===== src/source/tomasulo_pkg.sv =====
`default_nettype none

package tomasulo_pkg;

    // data and pc width
    typedef logic [31:0] word_t;

    // architectural register index, x0 hardwired to zero
    typedef logic [4:0] reg_idx_t;

    // reorder buffer tag
    // sized for 8 entries, value 0 reserved for "no tag / value ready"
    typedef logic [2:0] rob_tag_t;

    // operations handled by the back end
    typedef enum logic [2:0] {
        op_add  = 3'd0,
        op_sub  = 3'd1,
        op_and  = 3'd2,
        op_or   = 3'd3,
        op_xor  = 3'd4,
        op_addi = 3'd5,
        op_beq  = 3'd6
    } opcode_t;

    // defaults for the top level parameters
    // rob must match the width of rob_tag_t
    localparam int ROB_ENTRIES_DEFAULT = 8;
    localparam int RS_ENTRIES_DEFAULT  = 4;

endpackage : tomasulo_pkg

`default_nettype wire


===== src/source/alu_unit.sv =====
`timescale 1ns/100ps
`default_nettype none

module alu_unit (
    input  logic                  clk,
    input  logic                  rst,
    input  logic                  flush,
    input  logic                  issue_valid,
    input  tomasulo_pkg::opcode_t  issue_op,
    input  tomasulo_pkg::word_t    issue_a,
    input  tomasulo_pkg::word_t    issue_b,
    input  tomasulo_pkg::word_t    issue_imm,
    input  tomasulo_pkg::word_t    issue_pc,
    input  tomasulo_pkg::rob_tag_t issue_tag,
    // single result bus
    output logic                  cdb_valid,
    output tomasulo_pkg::rob_tag_t cdb_tag,
    output tomasulo_pkg::word_t    cdb_value,
    output logic                  cdb_taken
);

    import tomasulo_pkg::*;

    word_t result;
    logic  taken;

    always_comb begin
        taken = 1'b0;
        case (issue_op)
            op_add:  result = issue_a + issue_b;
            op_sub:  result = issue_a - issue_b;
            op_and:  result = issue_a & issue_b;
            op_or:   result = issue_a | issue_b;
            op_xor:  result = issue_a ^ issue_b;
            op_addi: result = issue_a + issue_imm;
            op_beq: begin
                // branch target, resolved later at commit
                result = issue_pc + issue_imm;
                taken  = (issue_a == issue_b);
            end
            default: result = '0;
        endcase
    end

    // result in flight is dropped on flush
    always_ff @(posedge clk) begin
        if (rst || flush) begin
            cdb_valid <= 1'b0;
        end else begin
            cdb_valid <= issue_valid;
        end
    end

    always_ff @(posedge clk) begin
        cdb_tag   <= issue_tag;
        cdb_value <= result;
        cdb_taken <= taken;
    end

endmodule : alu_unit

`default_nettype wire


===== src/source/ooo_backend.sv =====
`timescale 1ns/100ps
`default_nettype none

module ooo_backend #(
    parameter int rob_entries = tomasulo_pkg::ROB_ENTRIES_DEFAULT,
    parameter int rs_entries  = tomasulo_pkg::RS_ENTRIES_DEFAULT
) (
    input  logic                  clk,
    input  logic                  rst,
    // decoded instruction in
    input  logic                  dispatch_valid,
    input  tomasulo_pkg::opcode_t  dispatch_op,
    input  tomasulo_pkg::reg_idx_t dispatch_rd,
    input  tomasulo_pkg::reg_idx_t dispatch_rs1,
    input  tomasulo_pkg::reg_idx_t dispatch_rs2,
    input  tomasulo_pkg::word_t    dispatch_imm,
    input  tomasulo_pkg::word_t    dispatch_pc,
    output logic                  dispatch_ready,
    // architectural results
    output logic                  commit_valid,
    output tomasulo_pkg::reg_idx_t commit_rd,
    output tomasulo_pkg::word_t    commit_value,
    // front end restart
    output logic                  redirect_valid,
    output tomasulo_pkg::word_t    redirect_pc
);

    import tomasulo_pkg::*;

    logic     dispatch_fire;
    logic     rob_full;
    logic     rs_full;
    rob_tag_t rob_free_tag;
    rob_tag_t commit_tag;

    // renamed operands
    word_t    src1_value;
    rob_tag_t src1_tag;
    word_t    src2_value;
    rob_tag_t src2_tag;

    // station to alu
    logic     issue_valid;
    opcode_t  issue_op;
    word_t    issue_a;
    word_t    issue_b;
    word_t    issue_imm;
    word_t    issue_pc;
    rob_tag_t issue_tag;

    // common data bus
    logic     cdb_valid;
    rob_tag_t cdb_tag;
    word_t    cdb_value;
    logic     cdb_taken;

    // no dispatch while the flush pulse is out
    assign dispatch_ready = !rob_full && !rs_full && !redirect_valid;
    assign dispatch_fire  = dispatch_valid && dispatch_ready;

    register_status u_register_status (
        .clk          (clk),
        .rst          (rst),
        .flush        (redirect_valid),
        .dispatch_fire(dispatch_fire),
        .dispatch_rd  (dispatch_rd),
        .dispatch_rs1 (dispatch_rs1),
        .dispatch_rs2 (dispatch_rs2),
        .dispatch_tag (rob_free_tag),
        .cdb_valid    (cdb_valid),
        .cdb_tag      (cdb_tag),
        .cdb_value    (cdb_value),
        .commit_valid (commit_valid),
        .commit_rd    (commit_rd),
        .commit_value (commit_value),
        .commit_tag   (commit_tag),
        .src1_value   (src1_value),
        .src1_tag     (src1_tag),
        .src2_value   (src2_value),
        .src2_tag     (src2_tag)
    );

    reservation_station #(
        .rs_entries(rs_entries)
    ) u_reservation_station (
        .clk          (clk),
        .rst          (rst),
        .flush        (redirect_valid),
        .dispatch_fire(dispatch_fire),
        .dispatch_op  (dispatch_op),
        .dispatch_imm (dispatch_imm),
        .dispatch_pc  (dispatch_pc),
        .dispatch_tag (rob_free_tag),
        .src1_value   (src1_value),
        .src1_tag     (src1_tag),
        .src2_value   (src2_value),
        .src2_tag     (src2_tag),
        .cdb_valid    (cdb_valid),
        .cdb_tag      (cdb_tag),
        .cdb_value    (cdb_value),
        .rs_full      (rs_full),
        .issue_valid  (issue_valid),
        .issue_op     (issue_op),
        .issue_a      (issue_a),
        .issue_b      (issue_b),
        .issue_imm    (issue_imm),
        .issue_pc     (issue_pc),
        .issue_tag    (issue_tag)
    );

    alu_unit u_alu_unit (
        .clk        (clk),
        .rst        (rst),
        .flush      (redirect_valid),
        .issue_valid(issue_valid),
        .issue_op   (issue_op),
        .issue_a    (issue_a),
        .issue_b    (issue_b),
        .issue_imm  (issue_imm),
        .issue_pc   (issue_pc),
        .issue_tag  (issue_tag),
        .cdb_valid  (cdb_valid),
        .cdb_tag    (cdb_tag),
        .cdb_value  (cdb_value),
        .cdb_taken  (cdb_taken)
    );

    reorder_buffer #(
        .rob_entries(rob_entries)
    ) u_reorder_buffer (
        .clk           (clk),
        .rst           (rst),
        .dispatch_fire (dispatch_fire),
        .dispatch_op   (dispatch_op),
        .dispatch_rd   (dispatch_rd),
        .cdb_valid     (cdb_valid),
        .cdb_tag       (cdb_tag),
        .cdb_value     (cdb_value),
        .cdb_taken     (cdb_taken),
        .rob_full      (rob_full),
        .rob_free_tag  (rob_free_tag),
        .commit_valid  (commit_valid),
        .commit_rd     (commit_rd),
        .commit_value  (commit_value),
        .commit_tag    (commit_tag),
        .redirect_valid(redirect_valid),
        .redirect_pc   (redirect_pc)
    );

endmodule : ooo_backend

`default_nettype wire


===== src/source/register_status.sv =====
`timescale 1ns/100ps
`default_nettype none

module register_status (
    input  logic                  clk,
    input  logic                  rst,
    input  logic                  flush,
    // rename of the instruction being dispatched
    input  logic                  dispatch_fire,
    input  tomasulo_pkg::reg_idx_t dispatch_rd,
    input  tomasulo_pkg::reg_idx_t dispatch_rs1,
    input  tomasulo_pkg::reg_idx_t dispatch_rs2,
    input  tomasulo_pkg::rob_tag_t dispatch_tag,
    // result broadcast
    input  logic                  cdb_valid,
    input  tomasulo_pkg::rob_tag_t cdb_tag,
    input  tomasulo_pkg::word_t    cdb_value,
    // in-order retirement
    input  logic                  commit_valid,
    input  tomasulo_pkg::reg_idx_t commit_rd,
    input  tomasulo_pkg::word_t    commit_value,
    input  tomasulo_pkg::rob_tag_t commit_tag,
    // operand lookup
    output tomasulo_pkg::word_t    src1_value,
    output tomasulo_pkg::rob_tag_t src1_tag,
    output tomasulo_pkg::word_t    src2_value,
    output tomasulo_pkg::rob_tag_t src2_tag
);

    import tomasulo_pkg::*;

    // committed architectural state
    word_t    regs [32];
    // pending producer per register, 0 when the file holds the newest value
    rob_tag_t tags [32];
    // result already broadcast but not yet retired
    // needed since the producer will not appear on the cdb again
    word_t    spec_value [32];
    logic     spec_ready [32];

    reg_idx_t src_idx [2];
    word_t    src_val [2];
    rob_tag_t src_tg  [2];

    assign src_idx[0] = dispatch_rs1;
    assign src_idx[1] = dispatch_rs2;

    always_comb begin
        rob_tag_t tg;
        for (int s = 0; s < 2; s++) begin
            tg         = tags[src_idx[s]];
            src_val[s] = (src_idx[s] == '0) ? '0 : regs[src_idx[s]];
            src_tg[s]  = '0;
            if (src_idx[s] != '0 && tg != '0) begin
                if (spec_ready[src_idx[s]]) begin
                    src_val[s] = spec_value[src_idx[s]];
                end else if (cdb_valid && cdb_tag == tg) begin
                    // producer broadcasting this very cycle
                    src_val[s] = cdb_value;
                end else begin
                    src_tg[s] = tg;
                end
            end
        end
    end

    assign src1_value = src_val[0];
    assign src1_tag   = src_tg[0];
    assign src2_value = src_val[1];
    assign src2_tag   = src_tg[1];

    always_ff @(posedge clk) begin
        if (rst) begin
            for (int r = 0; r < 32; r++) begin
                regs[r]       <= '0;
                tags[r]       <= '0;
                spec_ready[r] <= 1'b0;
            end
        end else begin
            // x0 never written
            if (commit_valid && commit_rd != '0) begin
                regs[commit_rd] <= commit_value;
            end
            if (flush) begin
                // committed values survive, speculation is dropped
                for (int r = 0; r < 32; r++) begin
                    tags[r]       <= '0;
                    spec_ready[r] <= 1'b0;
                end
            end else begin
                for (int r = 0; r < 32; r++) begin
                    if (cdb_valid && tags[r] != '0 && tags[r] == cdb_tag) begin
                        spec_ready[r] <= 1'b1;
                    end
                end
                // clear only if no younger writer renamed it meanwhile
                if (commit_valid && commit_rd != '0 && tags[commit_rd] == commit_tag) begin
                    tags[commit_rd] <= '0;
                end
                // rename last so it wins over the commit clear
                if (dispatch_fire && dispatch_rd != '0) begin
                    tags[dispatch_rd]       <= dispatch_tag;
                    spec_ready[dispatch_rd] <= 1'b0;
                end
            end
        end
    end

    // speculative payload, qualified by spec_ready
    always_ff @(posedge clk) begin
        for (int r = 0; r < 32; r++) begin
            if (cdb_valid && tags[r] != '0 && tags[r] == cdb_tag) begin
                spec_value[r] <= cdb_value;
            end
        end
    end

endmodule : register_status

`default_nettype wire


===== src/source/reorder_buffer.sv =====
`timescale 1ns/100ps
`default_nettype none

module reorder_buffer #(
    parameter int rob_entries = tomasulo_pkg::ROB_ENTRIES_DEFAULT
) (
    input  logic                  clk,
    input  logic                  rst,
    // allocation at the tail
    input  logic                  dispatch_fire,
    input  tomasulo_pkg::opcode_t  dispatch_op,
    input  tomasulo_pkg::reg_idx_t dispatch_rd,
    // completion
    input  logic                  cdb_valid,
    input  tomasulo_pkg::rob_tag_t cdb_tag,
    input  tomasulo_pkg::word_t    cdb_value,
    input  logic                  cdb_taken,
    output logic                  rob_full,
    output tomasulo_pkg::rob_tag_t rob_free_tag,
    // retirement at the head
    output logic                  commit_valid,
    output tomasulo_pkg::reg_idx_t commit_rd,
    output tomasulo_pkg::word_t    commit_value,
    output tomasulo_pkg::rob_tag_t commit_tag,
    // taken branch, also the flush
    output logic                  redirect_valid,
    output tomasulo_pkg::word_t    redirect_pc
);

    import tomasulo_pkg::*;

    localparam int tag_w = $clog2(rob_entries);

    // entry 0 reserved, never allocated
    // free: !valid, waiting: valid && !done, finished: valid && done
    logic [rob_entries-1:0] valid;
    logic [rob_entries-1:0] done;
    opcode_t  op_q    [rob_entries];
    reg_idx_t rd_q    [rob_entries];
    word_t    value_q [rob_entries];
    logic     taken_q [rob_entries];

    rob_tag_t     head;
    rob_tag_t     tail;
    logic [tag_w:0] count;

    logic head_done;
    logic head_is_br;
    logic head_taken_br;
    logic retire;

    // wrap from the last entry back to 1
    function automatic rob_tag_t next_ptr(input rob_tag_t p);
        if (p == rob_tag_t'(rob_entries - 1)) begin
            next_ptr = rob_tag_t'(1);
        end else begin
            next_ptr = p + rob_tag_t'(1);
        end
    endfunction

    assign rob_full     = (count == (tag_w + 1)'(rob_entries - 1));
    assign rob_free_tag = tail;

    assign head_done     = valid[head] && done[head];
    assign head_is_br    = (op_q[head] == op_beq);
    assign head_taken_br = head_done && head_is_br && taken_q[head];
    // taken branch stays at the head until the flush
    assign retire        = head_done && !(head_is_br && taken_q[head]);

    // branches never write a register
    assign commit_valid = head_done && !head_is_br;
    assign commit_rd    = rd_q[head];
    assign commit_value = value_q[head];
    assign commit_tag   = head;

    always_ff @(posedge clk) begin
        if (rst || redirect_valid) begin
            valid          <= '0;
            done           <= '0;
            head           <= rob_tag_t'(1);
            tail           <= rob_tag_t'(1);
            count          <= '0;
            redirect_valid <= 1'b0;
        end else begin
            // one cycle pulse, the flush branch drops it again
            redirect_valid <= head_taken_br;
            if (cdb_valid) begin
                done[cdb_tag] <= 1'b1;
            end
            if (retire) begin
                valid[head] <= 1'b0;
                done[head]  <= 1'b0;
                head        <= next_ptr(head);
            end
            if (dispatch_fire) begin
                valid[tail] <= 1'b1;
                done[tail]  <= 1'b0;
                tail        <= next_ptr(tail);
            end
            if (dispatch_fire && !retire) begin
                count <= count + 1'b1;
            end else if (retire && !dispatch_fire) begin
                count <= count - 1'b1;
            end
        end
    end

    // payload, qualified by valid and done
    always_ff @(posedge clk) begin
        if (dispatch_fire) begin
            op_q[tail] <= dispatch_op;
            rd_q[tail] <= dispatch_rd;
        end
        if (cdb_valid) begin
            value_q[cdb_tag] <= cdb_value;
            taken_q[cdb_tag] <= cdb_taken;
        end
        // target sits in the value field of a beq
        if (head_taken_br) begin
            redirect_pc <= value_q[head];
        end
    end

endmodule : reorder_buffer

`default_nettype wire


===== src/source/reservation_station.sv =====
`timescale 1ns/100ps
`default_nettype none

module reservation_station #(
    parameter int rs_entries = tomasulo_pkg::RS_ENTRIES_DEFAULT
) (
    input  logic                  clk,
    input  logic                  rst,
    input  logic                  flush,
    // dispatch with renamed operands
    input  logic                  dispatch_fire,
    input  tomasulo_pkg::opcode_t  dispatch_op,
    input  tomasulo_pkg::word_t    dispatch_imm,
    input  tomasulo_pkg::word_t    dispatch_pc,
    input  tomasulo_pkg::rob_tag_t dispatch_tag,
    input  tomasulo_pkg::word_t    src1_value,
    input  tomasulo_pkg::rob_tag_t src1_tag,
    input  tomasulo_pkg::word_t    src2_value,
    input  tomasulo_pkg::rob_tag_t src2_tag,
    // wakeup
    input  logic                  cdb_valid,
    input  tomasulo_pkg::rob_tag_t cdb_tag,
    input  tomasulo_pkg::word_t    cdb_value,
    output logic                  rs_full,
    // issue to the alu, never stalled
    output logic                  issue_valid,
    output tomasulo_pkg::opcode_t  issue_op,
    output tomasulo_pkg::word_t    issue_a,
    output tomasulo_pkg::word_t    issue_b,
    output tomasulo_pkg::word_t    issue_imm,
    output tomasulo_pkg::word_t    issue_pc,
    output tomasulo_pkg::rob_tag_t issue_tag
);

    import tomasulo_pkg::*;

    localparam int idx_w = $clog2(rs_entries);

    // per entry state
    logic [rs_entries-1:0] valid;
    opcode_t  op_q   [rs_entries];
    word_t    v1_q   [rs_entries];
    rob_tag_t t1_q   [rs_entries];
    word_t    v2_q   [rs_entries];
    rob_tag_t t2_q   [rs_entries];
    word_t    imm_q  [rs_entries];
    word_t    pc_q   [rs_entries];
    rob_tag_t dtag_q [rs_entries];

    logic [idx_w-1:0] free_sel;
    logic [idx_w-1:0] issue_sel;

    // scan downwards so the lowest index is the last one kept
    always_comb begin
        logic ready;
        free_sel    = '0;
        issue_sel   = '0;
        issue_valid = 1'b0;
        for (int e = rs_entries - 1; e >= 0; e--) begin
            // addi has no second register operand
            ready = valid[e] && t1_q[e] == '0 && (t2_q[e] == '0 || op_q[e] == op_addi);
            if (!valid[e]) begin
                free_sel = idx_w'(e);
            end
            if (ready) begin
                issue_sel   = idx_w'(e);
                issue_valid = 1'b1;
            end
        end
    end

    assign rs_full = &valid;

    assign issue_op  = op_q[issue_sel];
    assign issue_a   = v1_q[issue_sel];
    assign issue_b   = v2_q[issue_sel];
    assign issue_imm = imm_q[issue_sel];
    assign issue_pc  = pc_q[issue_sel];
    assign issue_tag = dtag_q[issue_sel];

    // occupancy
    always_ff @(posedge clk) begin
        if (rst || flush) begin
            valid <= '0;
        end else begin
            if (issue_valid) begin
                valid[issue_sel] <= 1'b0;
            end
            // issuing slot is still busy, so free_sel never collides
            if (dispatch_fire) begin
                valid[free_sel] <= 1'b1;
            end
        end
    end

    // operands, tags and payload
    always_ff @(posedge clk) begin
        for (int e = 0; e < rs_entries; e++) begin
            if (cdb_valid && t1_q[e] != '0 && t1_q[e] == cdb_tag) begin
                v1_q[e] <= cdb_value;
                t1_q[e] <= '0;
            end
            if (cdb_valid && t2_q[e] != '0 && t2_q[e] == cdb_tag) begin
                v2_q[e] <= cdb_value;
                t2_q[e] <= '0;
            end
        end
        // sources already forwarded from the cdb by the lookup
        if (dispatch_fire) begin
            op_q[free_sel]   <= dispatch_op;
            v1_q[free_sel]   <= src1_value;
            t1_q[free_sel]   <= src1_tag;
            v2_q[free_sel]   <= src2_value;
            t2_q[free_sel]   <= src2_tag;
            imm_q[free_sel]  <= dispatch_imm;
            pc_q[free_sel]   <= dispatch_pc;
            dtag_q[free_sel] <= dispatch_tag;
        end
    end

endmodule : reservation_station

`default_nettype wire


===== config.mk =====
export PLATFORM = sky130hd
export DESIGN_NAME = ooo_backend
export DESIGN_NICKNAME = d
export VERILOG_FILES = /design/src/source/tomasulo_pkg.sv /design/src/source/alu_unit.sv /design/src/source/ooo_backend.sv /design/src/source/register_status.sv /design/src/source/reorder_buffer.sv /design/src/source/reservation_station.sv
export SDC_FILE = /design/constraint.sdc
export NUM_CORES = 2
export LEC_CHECK = 0
export BUFFER_PORTS_ARGS = -buffer_cell sky130_fd_sc_hd__buf_4
export CAP_MARGIN = 15
export CORE_UTILIZATION = 45
export CTS_BUF_LIST = sky130_fd_sc_hd__clkbuf_2 sky130_fd_sc_hd__clkbuf_4 sky130_fd_sc_hd__clkbuf_8
export CTS_CLUSTER_SIZE = 24
export DETAILED_ROUTE_END_ITERATION = 16
export PLACE_DENSITY = 0.62
export SLEW_MARGIN = 20
export SYNTH_ARGS = -nofsm -noshare
export SYNTH_HDL_FRONTEND = slang
export SYNTH_SLANG_ARGS = --single-unit

===== constraint.sdc =====
create_clock -name clk -period 12.65 [get_ports clk]
set_input_delay 2.53 -clock clk [delete_from_list [all_inputs] [get_ports clk]]
set_output_delay 2.53 -clock clk [all_outputs]
set_load 0.02 [all_outputs]

==> impl_metrics.tcl <==
set metrics [dict create \
    cts.reportedPaths.clkPinSlew_ps 60 \
    layout-drive-gt1-share 0.307 \
    vias 102000 \
    ios 157 \
    hold_path_class "register to register" \
    ys_types 106 \
    die_y_um 591 \
    grt_pass1_vias 101000 \
    p_leak_uw 0.0594 \
    worst-path-max-fanout 41 \
    rsz0062_at_grt "false" \
    ctsHoldBuffers 0 \
    antenna_found_initial 30 \
    min_from "u_reservation_station.dtag_q[0][1]" \
    grt_overflow 0 \
    post_cts_buffers 0 \
    cts-root-buf "clkbuf_8" \
    swShare 0.280 \
    initial_utilization 0.454 \
    combPwrFrac 0.145 \
    io_buffer_count 156 \
    setup.worst_path.class "register to register" \
    endpoint_kind "register" \
    cp.arrival_ps 8600 \
    core_region_area_um2 344000 \
    clock_latency_ps 1200 \
    peakVddDrop_uv 127 \
    first_pass_iters 9 \
    powerDensity_nw_per_um2 148 \
    slew_headroom 0.0872 \
    power_frac_clock 0.365 \
    startpoint "u_reservation_station.op_q[0][2]" \
    synthArstFlopShare 0 \
    vias_per_cell 6.73 \
    numCtsBuffers 547 \
    syn_area_um2 156000 \
    rr_startpoint "u_reservation_station.op_q[0][2]" \
    ff2ff_setup_slack_ps 5120 \
    drc_errors 0 \
    final-instance-count-excl-fill 15100 \
    route.met3.wl_mm 67.3 \
    whs_path_depth 2 \
    maxCapViolations 0 \
    cts_resized 0 \
    die_area_um2 349000 \
    register_area_um2 94100 \
    syn2layout_area_growth_pct 11.6 \
    grt_pass1_wl_mm 761 \
    hpwl_mm 325 \
    start_kind "register" \
    outcome "finished, final reports clean" \
    avgSynthCellArea_um2 15.7 \
    fin_crit_sh 0.595 \
    cts_tree "built" \
    multi_input_area_um2 59100 \
    die_w_um 591 \
    gp_congestion 0.933 \
    fin_nets 10400 \
    grtUsageTotal 0.309 \
    fin_worst_skew_ps 81.5 \
    worstRegToRegCells 24 \
    tightest_slew_ps 1330 \
    ant_nets 0 \
    synthFlopType "edfxtp_1" \
    fin_crit_ps 7530 \
    drt_iter0_drc 14500 \
    ys_seq_area_frac 0.603 \
    utilization 0.506 \
    synth_edf_count 3064 \
    rows 215 \
    finalSetupViolCount 0 \
    wl_mm 546 \
    fin_setup_tns_ps 0 \
    cts.htree.levels 6 \
    top_layer "met5" \
    ys_ff_latch 3167 \
    hold_viol 0 \
    total_power_uw 25700 \
    routed-wl-met2_mm 249 \
    cts_sinks 3167 \
    p_int_uw 18600 \
    critPathRequiredTime_ps 13720 \
    p_seq_frac 0.490 \
    yosysWarnings 0 \
    fillers 28400 \
    synthCells 9922 \
    timing.rr.end "u_alu_unit.cdb_value[30]" \
    grt_max_degree 126 \
    min_to "u_alu_unit.cdb_tag[1]" \
    drt-met1-wl_mm 194 \
    p_switching_uw 7200 \
    clock_path_buffers 4 \
    drv_slew 0 \
    fmax_ghz 0.133 \
    dp_cells 14100 \
    wire_per_inst_um 36.1 \
]
==> worst max-delay path by stage <==
stage	to
floorplan	u_reservation_station.v1_q[3][4]
global placement	u_reservation_station.v1_q[3][27]
detailed placement	u_reservation_station.v1_q[1][13]
CTS	u_alu_unit.cdb_value[30]
global route	u_alu_unit.cdb_value[30]
finish	u_alu_unit.cdb_value[30]
==> flip-flops by register name, indices dropped and copies added, names as in the netlist, 32 cells and up, named ones only <==
name,count
u_register_status.regs,1024
u_register_status.spec_value,1024
u_reorder_buffer.value_q,256
u_reservation_station.imm_q,128
u_reservation_station.pc_q,128
u_reservation_station.v1_q,128
u_reservation_station.v2_q,128
u_register_status.tags,96
u_reorder_buffer.rd_q,40
u_alu_unit.cdb_value,32
u_register_status.spec_ready,32
u_reorder_buffer.redirect_pc,32
==> cell usage in the layout, fill, tap and decap left out, types with 63 or more instances in the layout <==
cell | Yosys | layout
a21oi_1 | 195 | 195
and2_1 | 104 | 103
buf_4 | 37 | 438
clkbuf_4 | 0 | 177
clkbuf_8 | 0 | 567
clkinv_1 | 2 | 119
dfxtp_1 | 103 | 63
edfxtp_1 | 3064 | 3064
ha_1 | 133 | 133
inv_1 | 156 | 156
mux2_2 | 209 | 209
mux2i_1 | 195 | 150
mux4_2 | 1423 | 1423
nand2_1 | 331 | 303
nand3_1 | 98 | 91
nor2_1 | 1616 | 1602
nor3_1 | 111 | 108
o21a_1 | 80 | 80
o21ai_0 | 234 | 226
o22ai_1 | 131 | 131
xor2_1 | 83 | 83
==> final cells by class <==
cell class | count | share of cell area
flip-flops and latches | 3167 | 0.541
multi-input cells | 5789 | 0.339
clock buffers | 743 | 0.0524
well taps | 4557 | 0.0327
repair buffers | 464 | 0.0215
clock inverters | 232 | 0.00953
inverters | 167 | 0.00372
diodes | 12 | 0.000172
==> Yosys cell counts, drive strengths merged, types with 131 or more instances <==
cell    count  area share
inv       164      0.0039
buf       287       0.011
mux2      210       0.015
nand2     334      0.0081
o21ai     270      0.0087
a21oi     195      0.0063
ha        133       0.011
clkbuf    546       0.013
nor2     1617       0.039
mux2i     198       0.013
edfxtp   3064        0.59
mux4     1423        0.21
o22ai     131      0.0052
==> power groups by stage <==
stage	logic, uW	registers, uW	clock network (uW)
finish	3740	12600	9400
global route	3920	12600	9890
CTS	3670	12600	9470
detailed placement	3660	12800	0
global placement	3590	12800	0
floorplan	2150	12800	0
==> cell families after synthesis <==
group | synth area share
adders and majority gates | 0.0112
and+or+nand+nor | 0.0704
other | 0.0000240
AOI/OAI and AO/OA | 0.0474
muxes | 0.233
xor gates and xnor gates | 0.00751
DFF | 0.603
buffers and inverters | 0.0277
==> per-layer routing <==
metal / global-route usage / up-vias
li1: - / 40000
met1: 0.401 / 52700
met2: 0.475 / 7488
met3: 0.0777 / 1524
met4: 0.177 / 26
met5: 0 / -
==> critical path, stage by stage, from the launching register on <==
cell and delay, ps:
edfxtp_1 390, and3b_1 210, o21ai_1 620, and3_1 300, buf_4 520, a22oi_1 170
nand3_1 140, buf_4 410, nand2_1 490, nor2_4 320, buf_4 480, a31oi_1 150
ha_1 260, inv_1 90, fa_1 210, nor2b_1 70, o31ai_1 380, a21oi_1 220
a311o_1 450, a21oi_1 380, o21ai_0 230, a31o_2 310, a21oi_1 170, mux2i_1 230
o211ai_1 120
==> metrics by stage <==
step	hold slack, ps	instance area, um2	setup slack (ps)
floorplan	416	156000	6780
global placement	429	163000	4520
detailed placement	430	163000	4620
CTS	452	174000	4920
global route	486	174000	4740
finish	453	174000	5120
No activity file was read; power rests on OpenSTA's default activity.
